<file path="config.mk">
export PLATFORM = sky130hd
export DESIGN_NAME = vec_coproc
export DESIGN_NICKNAME = d
export VERILOG_FILES = /design/src/verilog/vec_isa_pkg.sv /design/src/verilog/vec_uarch_pkg.sv /design/src/verilog/vec_coproc.sv /design/src/verilog/vec_exec.sv /design/src/verilog/vec_issue.sv /design/src/verilog/vec_regfile.sv /design/src/verilog/vec_stage_buf.sv
export SDC_FILE = /design/constraint.sdc
export NUM_CORES = 2
export LEC_CHECK = 0
export BUFFER_PORTS_ARGS = -buffer_cell sky130_fd_sc_hd__buf_2
export CORE_MARGIN = 2
export CORE_UTILIZATION = 40
export DETAILED_ROUTE_END_ITERATION = 12
export GPL_TIMING_DRIVEN = 0
export PLACE_DENSITY_LB_ADDON = 0.05
export REMOVE_ABC_BUFFERS = 1
export SYNTH_ARGS = -nofsm -noshare
export SYNTH_HDL_FRONTEND = slang
export SYNTH_SLANG_ARGS = --single-unit
</file>
<file path="constraint.sdc">
create_clock -name clk_i -period 35.7 [get_ports clk_i]
set_input_delay 7.14 -clock clk_i [delete_from_list [all_inputs] [get_ports clk_i]]
set_output_delay 7.14 -clock clk_i [all_outputs]
set_load 0.005 [all_outputs]
</file>
<file path="src/verilog/vec_isa_pkg.sv">
package vec_isa_pkg;

	//////////////////////////////
	// Vector operations
	//////////////////////////////
	typedef enum logic [3:0] {
		VMV_VX     = 4'd0, // Splat scalar into vd
		VADD_VV    = 4'd1, // vd = vs1 + vs2
		VSUB_VV    = 4'd2, // vd = vs1 - vs2
		VAND_VV    = 4'd3, // vd = vs1 & vs2
		VOR_VV     = 4'd4, // vd = vs1 | vs2
		VXOR_VV    = 4'd5, // vd = vs1 ^ vs2
		VADD_VX    = 4'd6, // vd = vs1 + scalar
		VREDSUM_VS = 4'd7, // Sum of active lanes to scalar
		VMV_XS     = 4'd8  // Element rs2 of vs1 to scalar
	} vec_op_e;

	//////////////////////////////
	// Second operand source
	//////////////////////////////
	typedef enum logic {
		OPND_VEC    = 1'b0, // Operand B from vs2
		OPND_SCALAR = 1'b1  // Operand B is rs1 splat over all lanes
	} vec_opnd_e;

	// Operand B source per operation
	function automatic vec_opnd_e vec_op_opnd(vec_op_e op);
		vec_opnd_e sel;
		sel = OPND_VEC;
		if (op == VMV_VX || op == VADD_VX) begin
			sel = OPND_SCALAR; // Scalar forms
		end
		return sel;
	endfunction

endpackage

</file>
<file path="src/verilog/vec_uarch_pkg.sv">
package vec_uarch_pkg;

	// Controller FSM states
	typedef enum logic [1:0] {
		S_IDLE = 2'd0, // Waiting for an instruction
		S_PUSH = 2'd1, // Instruction handed to issue
		S_BUSY = 2'd2, // Waiting for execute to finish
		S_DONE = 2'd3  // Completion strobe
	} vec_ctrl_state_e;

	// Where the execute stage puts its result
	typedef enum logic {
		RES_VECTOR = 1'b0, // Written back to vd
		RES_SCALAR = 1'b1  // Returned on result_o
	} vec_result_kind_e;

	// vl needs to hold 0..LANES
	function automatic int vec_vl_width(int lanes);
		return $clog2(lanes) + 1;
	endfunction

	// Issue to execute packet width {op, kind, vd, vl, idx, opa, opb}
	function automatic int vec_pkt_width(int op_w, int vregs, int lanes, int data_w);
		return op_w + $bits(vec_result_kind_e) + $clog2(vregs) + vec_vl_width(lanes) +
			$clog2(lanes) + 2 * lanes * data_w;
	endfunction

endpackage
</file>
<file path="src/verilog/vec_coproc.sv">
module vec_coproc import vec_isa_pkg::*, vec_uarch_pkg::*; #(
	parameter int VREGS  = 8,  // Vector registers
	parameter int LANES  = 4,  // SIMD lanes
	parameter int DATA_W = 32, // Element width
	localparam int RW    = $clog2(VREGS),
	localparam int VL_W  = vec_vl_width(LANES),
	localparam int PKT_W = vec_pkt_width($bits(vec_op_e), VREGS, LANES, DATA_W)
) (
	input  logic              clk_i,      // Clock
	input  logic              rstn_i,     // Async reset, active low
	// Upstream instruction queue
	input  logic              valid_i,    // Instruction present
	output logic              pop_o,      // Instruction taken
	input  vec_op_e           opcode_i,
	input  logic [RW-1:0]     vd_i,
	input  logic [RW-1:0]     vs1_i,
	input  logic [RW-1:0]     vs2_i,
	input  logic [DATA_W-1:0] rs1_i,      // Scalar source
	input  logic [DATA_W-1:0] rs2_i,      // Element index for VMV_XS
	input  logic              reconfig_i, // Load vl with this instruction
	input  logic [DATA_W-1:0] vl_i,       // Requested vl
	// Completion
	output logic              valid_o,    // One-cycle done strobe
	output logic [DATA_W-1:0] result_o,   // Scalar result
	output logic              idle_o      // Whole unit empty
);

	vec_ctrl_state_e              state_q;
	logic                         issue_q;  // Issue strobe, high in S_PUSH
	logic [VL_W-1:0]              vl_q;
	logic [VL_W-1:0]              vl_clamp;
	logic [DATA_W-1:0]            result_q;
	vec_op_e                      op_q;
	logic [RW-1:0]                vd_q;
	logic [RW-1:0]                vs1_q;
	logic [RW-1:0]                vs2_q;
	logic [DATA_W-1:0]            rs1_q;
	logic [DATA_W-1:0]            rs2_q;
	logic [RW-1:0]                rf_ra;
	logic [RW-1:0]                rf_rb;
	logic [LANES-1:0][DATA_W-1:0] rf_rdata_a;
	logic [LANES-1:0][DATA_W-1:0] rf_rdata_b;
	logic [LANES-1:0]             wr_en;
	logic [RW-1:0]                wr_addr;
	logic [LANES-1:0][DATA_W-1:0] wr_data;
	logic                         iss_valid;
	logic                         iss_busy;
	logic [PKT_W-1:0]             iss_pkt;
	logic                         buf_free;
	logic                         buf_avail;
	logic [PKT_W-1:0]             buf_pkt;
	logic                         ex_ready;
	logic                         ex_finished;
	logic                         ex_busy;
	logic [DATA_W-1:0]            ex_scalar;

	//////////////////////////////
	// Controller FSM
	//////////////////////////////
	assign pop_o    = rstn_i & (state_q == S_IDLE) & valid_i; // One in flight, none in reset
	assign vl_clamp = (vl_i > DATA_W'(LANES)) ? VL_W'(LANES) : vl_i[VL_W-1:0];

	always_ff @(posedge clk_i or negedge rstn_i) begin : ctrl_fsm
		if (!rstn_i) begin
			state_q  <= S_IDLE;
			issue_q  <= 1'b0;
			vl_q     <= VL_W'(LANES); // Full length out of reset
			result_q <= '0;
		end else begin
			case (state_q)
				S_IDLE: begin
					if (valid_i) begin
						issue_q <= 1'b1;
						state_q <= S_PUSH;
						if (reconfig_i) begin
							vl_q <= vl_clamp; // Auto reconfigure
						end
					end
				end
				S_PUSH: begin
					issue_q <= 1'b0;
					if (iss_busy) begin
						state_q <= S_BUSY; // Issue stage has it
					end
				end
				S_BUSY: begin
					if (ex_finished) begin
						result_q <= ex_scalar;
						state_q  <= S_DONE;
					end
				end
				S_DONE:  state_q <= S_IDLE;
				default: state_q <= S_IDLE;
			endcase
		end
	end

	always_ff @(posedge clk_i) begin : instr_reg
		if (pop_o) begin
			op_q  <= opcode_i;
			vd_q  <= vd_i;
			vs1_q <= vs1_i;
			vs2_q <= vs2_i;
			rs1_q <= rs1_i;
			rs2_q <= rs2_i;
		end
	end

	assign valid_o  = (state_q == S_DONE);
	assign result_o = result_q;
	assign idle_o   = (state_q == S_IDLE) & ~iss_busy & ~buf_avail & ~ex_busy;

	//////////////////////////////
	// Datapath
	//////////////////////////////
	vec_regfile #(.VREGS(VREGS), .LANES(LANES), .DATA_W(DATA_W)) u_vec_regfile (
		.clk_i     (clk_i),
		.rstn_i    (rstn_i),
		.ra_i      (rf_ra),
		.rdata_a_o (rf_rdata_a),
		.rb_i      (rf_rb),
		.rdata_b_o (rf_rdata_b),
		.we_i      (wr_en),      // Writeback from execute stage 2
		.wa_i      (wr_addr),
		.wdata_i   (wr_data)
	);

	vec_issue #(.VREGS(VREGS), .LANES(LANES), .DATA_W(DATA_W)) u_vec_issue (
		.clk_i        (clk_i),
		.rstn_i       (rstn_i),
		.issue_i      (issue_q),
		.op_i         (op_q),
		.vd_i         (vd_q),
		.vs1_i        (vs1_q),
		.vs2_i        (vs2_q),
		.rs1_i        (rs1_q),
		.rs2_i        (rs2_q),
		.vl_i         (vl_q),
		.rf_ra_o      (rf_ra),
		.rf_rdata_a_i (rf_rdata_a),
		.rf_rb_o      (rf_rb),
		.rf_rdata_b_i (rf_rdata_b),
		.valid_o      (iss_valid),
		.pkt_o        (iss_pkt),
		.ready_i      (buf_free),
		.busy_o       (iss_busy)
	);

	vec_stage_buf #(.WIDTH(PKT_W)) u_is_ex_buf (
		.clk_i   (clk_i),
		.rstn_i  (rstn_i),
		.wdata_i (iss_pkt),
		.we_i    (iss_valid),
		.free_o  (buf_free),
		.rdata_o (buf_pkt),
		.avail_o (buf_avail),
		.re_i    (ex_ready)
	);

	vec_exec #(.VREGS(VREGS), .LANES(LANES), .DATA_W(DATA_W)) u_vec_exec (
		.clk_i      (clk_i),
		.rstn_i     (rstn_i),
		.valid_i    (buf_avail),
		.pkt_i      (buf_pkt),
		.ready_o    (ex_ready),
		.wr_en_o    (wr_en),
		.wr_addr_o  (wr_addr),
		.wr_data_o  (wr_data),
		.finished_o (ex_finished),
		.scalar_o   (ex_scalar),
		.busy_o     (ex_busy)
	);

endmodule

</file>
<file path="src/verilog/vec_exec.sv">
module vec_exec import vec_isa_pkg::*, vec_uarch_pkg::*; #(
	parameter int VREGS  = 8,
	parameter int LANES  = 4,  // Power of two for the reduction tree
	parameter int DATA_W = 32,
	localparam int RW    = $clog2(VREGS),
	localparam int VL_W  = vec_vl_width(LANES),
	localparam int IDX_W = $clog2(LANES),
	localparam int LVLS  = $clog2(LANES),
	localparam int PKT_W = vec_pkt_width($bits(vec_op_e), VREGS, LANES, DATA_W)
) (
	input  logic                          clk_i,
	input  logic                          rstn_i,
	// From stage buffer
	input  logic                          valid_i,
	input  logic [PKT_W-1:0]              pkt_i,
	output logic                          ready_o,
	// Writeback
	output logic [LANES-1:0]              wr_en_o,    // Per-lane enable
	output logic [RW-1:0]                 wr_addr_o,
	output logic [LANES-1:0][DATA_W-1:0]  wr_data_o,
	// Status
	output logic                          finished_o, // Instruction complete
	output logic [DATA_W-1:0]             scalar_o,   // Held scalar result
	output logic                          busy_o
);

	logic [$bits(vec_op_e)-1:0]          in_op_bits;
	logic [$bits(vec_result_kind_e)-1:0] in_kind_bits;
	vec_op_e                             in_op;
	vec_result_kind_e                    in_kind;
	logic [RW-1:0]                       in_vd;
	logic [VL_W-1:0]                     in_vl;
	logic [IDX_W-1:0]                    in_idx;
	logic [LANES-1:0][DATA_W-1:0]        in_a;
	logic [LANES-1:0][DATA_W-1:0]        in_b;
	logic [LANES-1:0][DATA_W-1:0]        lane_res;
	logic [LANES-1:0]                    lane_we;
	logic [LVLS:0][LANES-1:0][DATA_W-1:0] red_lvl;
	logic [DATA_W-1:0]                   scalar_res;
	logic                                accept;
	logic                                s1_valid_q;
	logic [LANES-1:0][DATA_W-1:0]        s1_res_q;
	logic [LANES-1:0]                    s1_we_q;
	logic [RW-1:0]                       s1_vd_q;
	logic [DATA_W-1:0]                   s1_scalar_q;

	assign {in_op_bits, in_kind_bits, in_vd, in_vl, in_idx, in_a, in_b} = pkt_i;
	assign in_op   = vec_op_e'(in_op_bits);
	assign in_kind = vec_result_kind_e'(in_kind_bits);
	assign ready_o = 1'b1; // Never stalls
	assign accept  = valid_i & ready_o;

	//////////////////////////////
	// Stage 1 lane ALU
	//////////////////////////////
	always_comb begin : lane_alu
		for (int l = 0; l < LANES; l++) begin
			case (in_op)
				VMV_VX:           lane_res[l] = in_b[l]; // Splatted scalar
				VADD_VV, VADD_VX: lane_res[l] = in_a[l] + in_b[l];
				VSUB_VV:          lane_res[l] = in_a[l] - in_b[l];
				VAND_VV:          lane_res[l] = in_a[l] & in_b[l];
				VOR_VV:           lane_res[l] = in_a[l] | in_b[l];
				VXOR_VV:          lane_res[l] = in_a[l] ^ in_b[l];
				default:          lane_res[l] = in_a[l]; // Scalar ops write nothing
			endcase
			lane_we[l] = (in_kind == RES_VECTOR) && (l < int'(in_vl)); // Tail undisturbed
		end
	end

	// Masked sum over active lanes, wraps at DATA_W
	always_comb begin : red_tree
		red_lvl = '0;
		for (int l = 0; l < LANES; l++) begin
			if (l < int'(in_vl)) begin
				red_lvl[0][l] = in_a[l];
			end
		end
		for (int k = 0; k < LVLS; k++) begin
			for (int i = 0; i < (LANES >> (k + 1)); i++) begin
				red_lvl[k + 1][i] = red_lvl[k][2 * i] + red_lvl[k][2 * i + 1]; // Pairwise add
			end
		end
	end

	always_comb begin : scalar_sel
		scalar_res = '0; // Vector ops return zero
		if (in_kind == RES_SCALAR) begin
			scalar_res = (in_op == VREDSUM_VS) ? red_lvl[LVLS][0] : in_a[in_idx];
		end
	end

	//////////////////////////////
	// Stage 2 writeback
	//////////////////////////////
	always_ff @(posedge clk_i or negedge rstn_i) begin : s1_ctrl
		if (!rstn_i) begin
			s1_valid_q  <= 1'b0;
			s1_scalar_q <= '0;
		end else begin
			s1_valid_q <= accept; // One-cycle finish pulse
			if (accept) begin
				s1_scalar_q <= scalar_res; // Held until next instruction
			end
		end
	end

	always_ff @(posedge clk_i) begin : s1_data
		if (accept) begin
			s1_res_q <= lane_res;
			s1_we_q  <= lane_we;
			s1_vd_q  <= in_vd;
		end
	end

	assign wr_en_o    = s1_we_q & {LANES{s1_valid_q}};
	assign wr_addr_o  = s1_vd_q;
	assign wr_data_o  = s1_res_q;
	assign finished_o = s1_valid_q;
	assign scalar_o   = s1_scalar_q;
	assign busy_o     = s1_valid_q;

endmodule

</file>
<file path="src/verilog/vec_issue.sv">
module vec_issue import vec_isa_pkg::*, vec_uarch_pkg::*; #(
	parameter int VREGS  = 8,
	parameter int LANES  = 4,
	parameter int DATA_W = 32,
	localparam int RW    = $clog2(VREGS),
	localparam int VL_W  = vec_vl_width(LANES),
	localparam int IDX_W = $clog2(LANES),
	localparam int PKT_W = vec_pkt_width($bits(vec_op_e), VREGS, LANES, DATA_W)
) (
	input  logic                          clk_i,
	input  logic                          rstn_i,
	// From controller
	input  logic                          issue_i,      // One-cycle issue strobe
	input  vec_op_e                       op_i,
	input  logic [RW-1:0]                 vd_i,
	input  logic [RW-1:0]                 vs1_i,
	input  logic [RW-1:0]                 vs2_i,
	input  logic [DATA_W-1:0]             rs1_i,        // Scalar operand
	input  logic [DATA_W-1:0]             rs2_i,        // Element index source
	input  logic [VL_W-1:0]               vl_i,         // Current vl
	// Register file
	output logic [RW-1:0]                 rf_ra_o,
	input  logic [LANES-1:0][DATA_W-1:0]  rf_rdata_a_i,
	output logic [RW-1:0]                 rf_rb_o,
	input  logic [LANES-1:0][DATA_W-1:0]  rf_rdata_b_i,
	// To stage buffer
	output logic                          valid_o,
	output logic [PKT_W-1:0]              pkt_o,
	input  logic                          ready_i,
	output logic                          busy_o        // Stage holds an instruction
);

	logic                         rd_pend_q; // Read phase pending
	logic                         valid_q;   // Packet waiting for buffer
	vec_op_e                      op_q;
	logic [RW-1:0]                vd_q;
	logic [RW-1:0]                ra_q;
	logic [RW-1:0]                rb_q;
	logic [DATA_W-1:0]            scalar_q;
	logic [IDX_W-1:0]             idx_q;
	logic [VL_W-1:0]              vl_q;
	logic [PKT_W-1:0]             pkt_q;
	vec_opnd_e                    opnd;
	vec_result_kind_e             kind;
	logic [LANES-1:0][DATA_W-1:0] opb;

	//////////////////////////////
	// Address phase
	//////////////////////////////
	always_ff @(posedge clk_i) begin : fields
		if (issue_i) begin
			op_q     <= op_i;
			vd_q     <= vd_i;
			ra_q     <= vs1_i;
			rb_q     <= vs2_i;
			scalar_q <= rs1_i;
			idx_q    <= rs2_i[IDX_W-1:0]; // Index modulo LANES
			vl_q     <= vl_i;
		end
	end

	assign rf_ra_o = ra_q; // Registered read addresses
	assign rf_rb_o = rb_q;

	//////////////////////////////
	// Operand phase
	//////////////////////////////
	always_comb begin : operand_sel
		opnd = vec_op_opnd(op_q);
		kind = (op_q == VREDSUM_VS || op_q == VMV_XS) ? RES_SCALAR : RES_VECTOR;
		if (opnd == OPND_SCALAR) begin
			opb = {LANES{scalar_q}}; // Splat rs1
		end else begin
			opb = rf_rdata_b_i;
		end
	end

	always_ff @(posedge clk_i) begin : pkt_reg
		if (rd_pend_q) begin
			pkt_q <= {op_q, kind, vd_q, vl_q, idx_q, rf_rdata_a_i, opb};
		end
	end

	always_ff @(posedge clk_i or negedge rstn_i) begin : stage_ctrl
		if (!rstn_i) begin
			rd_pend_q <= 1'b0;
			valid_q   <= 1'b0;
		end else begin
			rd_pend_q <= issue_i;
			if (rd_pend_q) begin
				valid_q <= 1'b1; // Packet ready next cycle
			end else if (valid_q && ready_i) begin
				valid_q <= 1'b0; // Taken by buffer
			end
		end
	end

	assign valid_o = valid_q;
	assign pkt_o   = pkt_q;
	assign busy_o  = rd_pend_q | valid_q;

endmodule

</file>
<file path="src/verilog/vec_regfile.sv">
module vec_regfile #(
	parameter int VREGS  = 8,  // Architectural vector registers
	parameter int LANES  = 4,  // Elements per register
	parameter int DATA_W = 32, // Element width
	localparam int RW    = $clog2(VREGS)
) (
	input  logic                          clk_i,     // Clock
	input  logic                          rstn_i,    // Async reset, active low
	// Read port A
	input  logic [RW-1:0]                 ra_i,      // Register index
	output logic [LANES-1:0][DATA_W-1:0]  rdata_a_o, // Whole vector
	// Read port B
	input  logic [RW-1:0]                 rb_i,
	output logic [LANES-1:0][DATA_W-1:0]  rdata_b_o,
	// Write port
	input  logic [LANES-1:0]              we_i,      // Per-lane enable
	input  logic [RW-1:0]                 wa_i,      // Destination register
	input  logic [LANES-1:0][DATA_W-1:0]  wdata_i    // Lane data
);

	//////////////////////////////
	// Storage
	//////////////////////////////
	logic [LANES-1:0][DATA_W-1:0] regs_q [VREGS]; // VREGS x LANES elements

	always_ff @(posedge clk_i or negedge rstn_i) begin : rf_write
		if (!rstn_i) begin
			for (int r = 0; r < VREGS; r++) begin
				regs_q[r] <= '0; // All registers start at zero
			end
		end else begin
			for (int l = 0; l < LANES; l++) begin
				if (we_i[l]) begin
					regs_q[wa_i][l] <= wdata_i[l]; // Disabled lanes keep old value
				end
			end
		end
	end

	//////////////////////////////
	// Read ports
	//////////////////////////////
	assign rdata_a_o = regs_q[ra_i]; // Combinational
	assign rdata_b_o = regs_q[rb_i];

endmodule

</file>
<file path="src/verilog/vec_stage_buf.sv">
module vec_stage_buf #(
	parameter int WIDTH = 32 // Payload width
) (
	input  logic             clk_i,   // Clock
	input  logic             rstn_i,  // Async reset, active low
	// Write side
	input  logic [WIDTH-1:0] wdata_i, // Word from producer
	input  logic             we_i,    // Producer valid
	output logic             free_o,  // Slot empty, producer may write
	// Read side
	output logic [WIDTH-1:0] rdata_o, // Stored word
	output logic             avail_o, // Slot full
	input  logic             re_i     // Consumer ready
);

	logic             full_q; // Occupancy
	logic [WIDTH-1:0] data_q; // Stored payload
	logic             wr_en;
	logic             rd_en;

	assign wr_en = we_i & ~full_q; // Only when empty
	assign rd_en = re_i & full_q;

	always_ff @(posedge clk_i or negedge rstn_i) begin : occ_flag
		if (!rstn_i) begin
			full_q <= 1'b0;
		end else if (rd_en) begin
			full_q <= 1'b0; // Word consumed
		end else if (wr_en) begin
			full_q <= 1'b1;
		end
	end

	always_ff @(posedge clk_i) begin : payload
		if (wr_en) begin
			data_q <= wdata_i;
		end
	end

	assign free_o  = ~full_q;
	assign avail_o = full_q;
	assign rdata_o = data_q; // Read is combinational from the slot

endmodule

</file>
## Word level (Yosys, flattened, before mapping)

Cells that the tools add are included.

| storage, ports and cells | value |
|---|---|
| flip-flop bits (word level) | 1868 |
| bits of input ports | 113 |
| output and inout port bits | 35 |
| logic and storage cells | 192 |

| operators by class | value |
|---|---|
| add/sub/neg operators | 11 |
| magnitude comparators | 10 |
| equality and inequality tests | 16 |
| mux-type cells | 48 |
| bitwise logic cells | 27 |
| reductions and logical operators | 18 |

Operators with widths:

| operator | count |
|---|---|
| 1024-bit bitwise mux | 4 |
| 1024-bit two-way mux | 4 |
| 128-bit demux with 3-bit select | 4 |
| 128-bit binary-select mux with 3-bit select | 2 |
| 128-bit two-way mux | 6 |
| 32-bit one-hot mux with 6 select lines | 4 |
| 32-bit two-way mux | 8 |
| 32-bit adder | 7 |
| 32-bit AND | 4 |
| 32-bit OR | 4 |
| 32-bit subtractor | 4 |
| 32-bit XOR | 4 |
| 96-bit two-way mux | 1 |
| 32-bit binary-select mux with 2-bit select | 1 |
| 64-bit two-way mux | 1 |
| 32-bit by 3-bit greater-than comparator with 1-bit output (second input constant) | 1 |
| 4-bit by 3-bit == test with 1-bit output (second input constant) | 6 |
| 4-bit greater-or-equal comparator (second input constant) | 3 |
| 3-bit NOT with 4-bit output | 3 |
| 4-bit by 2-bit == test with 1-bit output (second input constant) | 2 |
| 4-bit logical NOT | 2 |
| 2-bit one-hot mux with 4 select lines | 1 |
| 1-bit two-way mux | 7 |
| 1-bit AND | 6 |
| other kinds (23) | 41 |

## Longest topological paths before layout

| logic depth | value |
|---|---|
| depth in word-level cells | 13 |
| gate-level depth with buffers | 21 |

## Cells and area by module

A second synthesis with hierarchy kept.

| second synthesis, totals | value |
|---|---|
| cells, all modules | 7442 |
| area, all modules | 104500.2 um^2 |

Modules (own cells, without submodules):

| module | times used | cells each | area an instance (um^2) |
|---|---|---|---|
| vec_regfile | 1 | 3111 | 53714.0 |
| vec_exec | 1 | 3398 | 27294.9 |
| vec_issue | 1 | 471 | 11308.3 |
| vec_stage_buf | 1 | 273 | 8122.8 |
| vec_coproc | 1 | 189 | 4060.1 |

## Worst setup path before layout

OpenSTA, ideal clock, no wires.

| timing path | value |
|---|---|
| path kind | reg2reg |
| from | register u_is_ex_buf.full_q, in the netlist u_is_ex_buf.avail_o |
| to | register u_is_ex_buf.full_q, in the netlist u_is_ex_buf.avail_o |
| library setup time | 1.356 ns |
| arrival | 14.225 ns |
| data required time | 34.344 ns |
| slack | 20.119 ns |
| cell stages (with the launch flop) | 3 |
| period minus slack after synthesis | 15.581 ns |
| path through | dfrtp_1 > clkbuf_1 > nor2b_1 |

| on the way | value |
|---|---|
| cells in the longest elaborated chain, start to end | 4 |

Ends and longest elaborated chain:

| what | RTL line | source |
|---|---|---|
| start, declared | vec_stage_buf.sv:16 | `logic full_q;` |
| start signal, assigned | vec_stage_buf.sv:26 | `full_q <= 1'b0;` |
| start signal, assigned | vec_stage_buf.sv:28 | `full_q <= 1'b0;` |
| start signal, assigned | vec_stage_buf.sv:30 | `full_q <= 1'b1;` |
| 1-bit NOT | vec_stage_buf.sv:21 | `assign wr_en = we_i & ~full_q;` |
| 1-bit AND | vec_stage_buf.sv:21 |  |
| named net u_is_ex_buf.wr_en | vec_stage_buf.sv:18 | `logic wr_en;` |
| 1-bit two-way mux | vec_stage_buf.sv:29 | `end else if (wr_en) begin` |
| 1-bit two-way mux | vec_stage_buf.sv:27 | `end else if (rd_en) begin` |

The timed path passes the listed nets, and every way through them passes these cells.
A chain may end at the register's enable or synchronous reset.

## Worst setup path after layout

| timing path | value |
|---|---|
| from | input port rstn_i |
| to | output port pop_o |

| on the way | value |
|---|---|
| cells in the longest elaborated chain, start to end | 2 |

Ends and longest elaborated chain:

| what | RTL line | source |
|---|---|---|
| start, declared | vec_coproc.sv:10 | `input logic rstn_i,` |
| 1-bit AND (2 in series) | vec_coproc.sv:60 | `assign pop_o = rstn_i & (state_q == S_IDLE) & valid_i;` |
| end, declared | vec_coproc.sv:13 | `output logic pop_o,` |

Every way passes these cells.

==> results.cfg <==
[sta]
setup_viol = 0
finalHoldViolCount = 0
period_share_pct = 48.7
min_period_ns = 17.39
skew_ns = 0.0413
max_slew_margin_pct = -4.33
rsz0062_at_grt = false
worst_slew_pin_slew_ns = 1.56
drv_slew = 5
fmax_mhz = 57.5

[worst_setup_path]
crit_type = input pin to output port
crit_path_start_kind = input pin
reg2reg_from = u_is_ex_buf.rdata_o[259]$_DFFE_PP_
r2r-end = u_vec_exec.scalar_o[28]$_DFFE_PN0P_
reg2regPathDepth = 20
arrival_ns = 10.25
cp.required_ns = 28.56
r2r_setup_slack_ns = 28.46
crit_fanout = 151
crit_path_end_kind = output port

[final_layout]
fin_area_mm2 = 0.118
final_cells = 11100
layout_commonest_cell = mux2_2
layout-drive-gt1-share_pct = 32.5
syn_to_final_growth_pct = 17.0
fin_util_pct = 47.0
final_cell_mix = 1164 x mux2_2, 1094 x dfrtp_1, 770 x edfxtp_1
num-nets-final = 8153

[logic_synthesis]
synth_edf_count = 770
netlist_instances = 7378
synth_warnings = 0
ys_ff_latch = 1868
ys.flop_type = dfrtp_1
synthesis.area_mm2 = 0.101
ys_types = 80
postSynthAreaPerCell_um2 = 13.7
yosysSeqAreaShare_pct = 50.1
async_reset_ff_share_pct = 58.8

[floorplanning]
die-area_mm2 = 0.256
design.core.area_mm2 = 0.251
die_w_um = 506
rows = 184
io_pins = 148
die_h_um = 506
start_util_pct = 40.2

[clocking]
clock-sinks = 1868
cts_setup_buffers = 0
cts-htree-levels = 4
insertion_delay_ns = 0.89
ctsResizeCount = 0
cts_buffers = 214
cts.clk_slew.worst_paths_ns = 0.06
clock_tree.root_cell = clkbuf_16
hold_buffers = 0
cts_buffer_depth = 3
cts_tree = done

[pwr]
power_density_mw_per_mm2 = 116
seqPwrFrac_pct = 32.7
ir_drop_uv = 61.1
p_leak_nw = 48.8
power_mw = 13.7
p_sw_share_pct = 41.3
power_frac_comb_pct = 50.9
clockPowerShare_pct = 16.3
internal-power_mw = 8.06
p_switching_mw = 5.66

[placement]
io_buffers = 117
detailed_place.area_mm2 = 0.111
place_inst = 10700
hpwl_mm = 233
globalplace.congestion = 0.870

[route]
drc = 0
ant_nets = 0
first_pass_iters = 6
wl_per_cell_um = 29.4
vias = 65300
wirelength_mm = 327
via_per_inst = 5.88
drtIter0Drc = 5289

[global_routing]
grt_max_degree = 152
antenna_found_initial = 20
grt_pass1_vias = 67100
grt_usage_pct = 25.4
grt-ovfl-total = 0
grt_pass1_wl_mm = 476

[min_path]
min_from = u_vec_issue.pkt_o[166]$_DFFE_PP_
min_to = u_is_ex_buf.rdata_o[166]$_DFFE_PP_
hold_path_depth = 0
min_path_type = flip-flop to flip-flop

[outcome]
violations = max-capacitance violations, max-slew violations
status = finished, violations left

[job]
maxCapViolations = 1
synthesized netlist by cell type (50+ instances only):
master / count / area share, %
mux2_2: 1164 / 13
xor2_1: 50 / 0.43
xnor2_1: 202 / 1.8
fa_1: 66 / 1.3
inv_1: 424 / 1.6
o21ai_0: 281 / 1.4
a21o_1: 80 / 0.60
a21oi_1: 427 / 2.1
buf_1: 93 / 0.35
mux4_2: 544 / 12
nor2_1: 330 / 1.2
clkbuf_1: 324 / 1.2
dfrtp_1: 1097 / 27
ha_1: 419 / 5.2
mux2i_1: 137 / 1.4
edfxtp_1: 770 / 23
nand3_1: 55 / 0.27
nand2_1: 246 / 0.91
power by group through the flow:
stage | clock network (mW) | logic (mW) | registers [mW]
finish | 2.24 | 6.99 | 4.49
CTS | 2.30 | 6.99 | 4.47
global route | 2.39 | 7.62 | 4.62
global placement | 0 | 6.57 | 5.21
floorplan | 0 | 4.78 | 4.39
detailed placement | 0 | 6.94 | 4.49
routing by layer:
metal	vias up	global-route usage, %	wire, µm
met2	1860	40.6	152000
met5	-	0	0
li1	28300	-	-
met3	494	3.76	17200
met4	0	7.59	9500
met1	34700	35.8	147000
worst max-delay path by stage:
stage | startpoint | endpoint | slack, ns
after global placement | u_is_ex_buf.avail_o$_DFF_PN0_ | u_is_ex_buf.rdata_o[131]$_DFFE_PP_ | -34.90
after global routing | rstn_i | pop_o | 17.99
after floorplan | u_is_ex_buf.avail_o$_DFF_PN0_ | u_is_ex_buf.rdata_o[0]$_DFFE_PP_ | 17.08
after detailed placement | rstn_i | pop_o | 18.22
after CTS | rstn_i | pop_o | 18.23
final | rstn_i | pop_o | 18.31
state kept, by name (all words and copies together), names as in the netlist, 32 cells and up:
name and cells:
rs1_q 32, u_vec_regfile.regs_q 1024, u_is_ex_buf.rdata_o 269, u_vec_issue.scalar_q 32, u_vec_issue.pkt_o 269, result_o 32, u_vec_exec.wr_data_o 128, u_vec_exec.scalar_o 32
critical path, cell delays in order:
cell and delay, ns:
buf_12 0.08, buf_16 0.44, buf_16 0.51, buf_16 0.47, and3_4 0.44, buf_16 0.27
buf_2 0.18
per-stage QoR:
| step | setup TNS [ns] | setup WS (ns) | hold WS (ns) |
|---|---|---|---|
| floorplan | 0 | 17.08 | 0.400 |
| global placement | -9404.00 | -34.90 | 0.400 |
| detailed placement | 0 | 18.22 | 0.405 |
| CTS | 0 | 18.23 | 0.402 |
| global route | 0 | 17.99 | 0.404 |
| finish | 0 | 18.31 | 0.393 |
cell families (layout without fill, tap and decap cells):
group,count (synthesis),after routing,share of synthesized area (%)
other,0,15,0
xor gates and xnor gates,253,253,2.20
AOI/OAI and AO/OA,1226,1226,7.64
buffers and inverters,843,1211,3.14
adders and majority gates,485,485,6.50
DFF,1868,1868,50.1
and+or+nand+nor,858,858,3.89
muxes,1845,1845,26.5
layout make-up:
cell class	count	area, µm²
Tap cell	3348	4190
Inverter	424	1590
Sequential cell	1868	50600
Clock buffer	325	6450
Fill cell	22000	133000
Timing Repair Buffer	380	6850
Antenna cell	15	37.5
Clock inverter	82	783
Multi-Input combinational cell	4667	47500
Note: power is estimated with default switching activity, not from simulation.
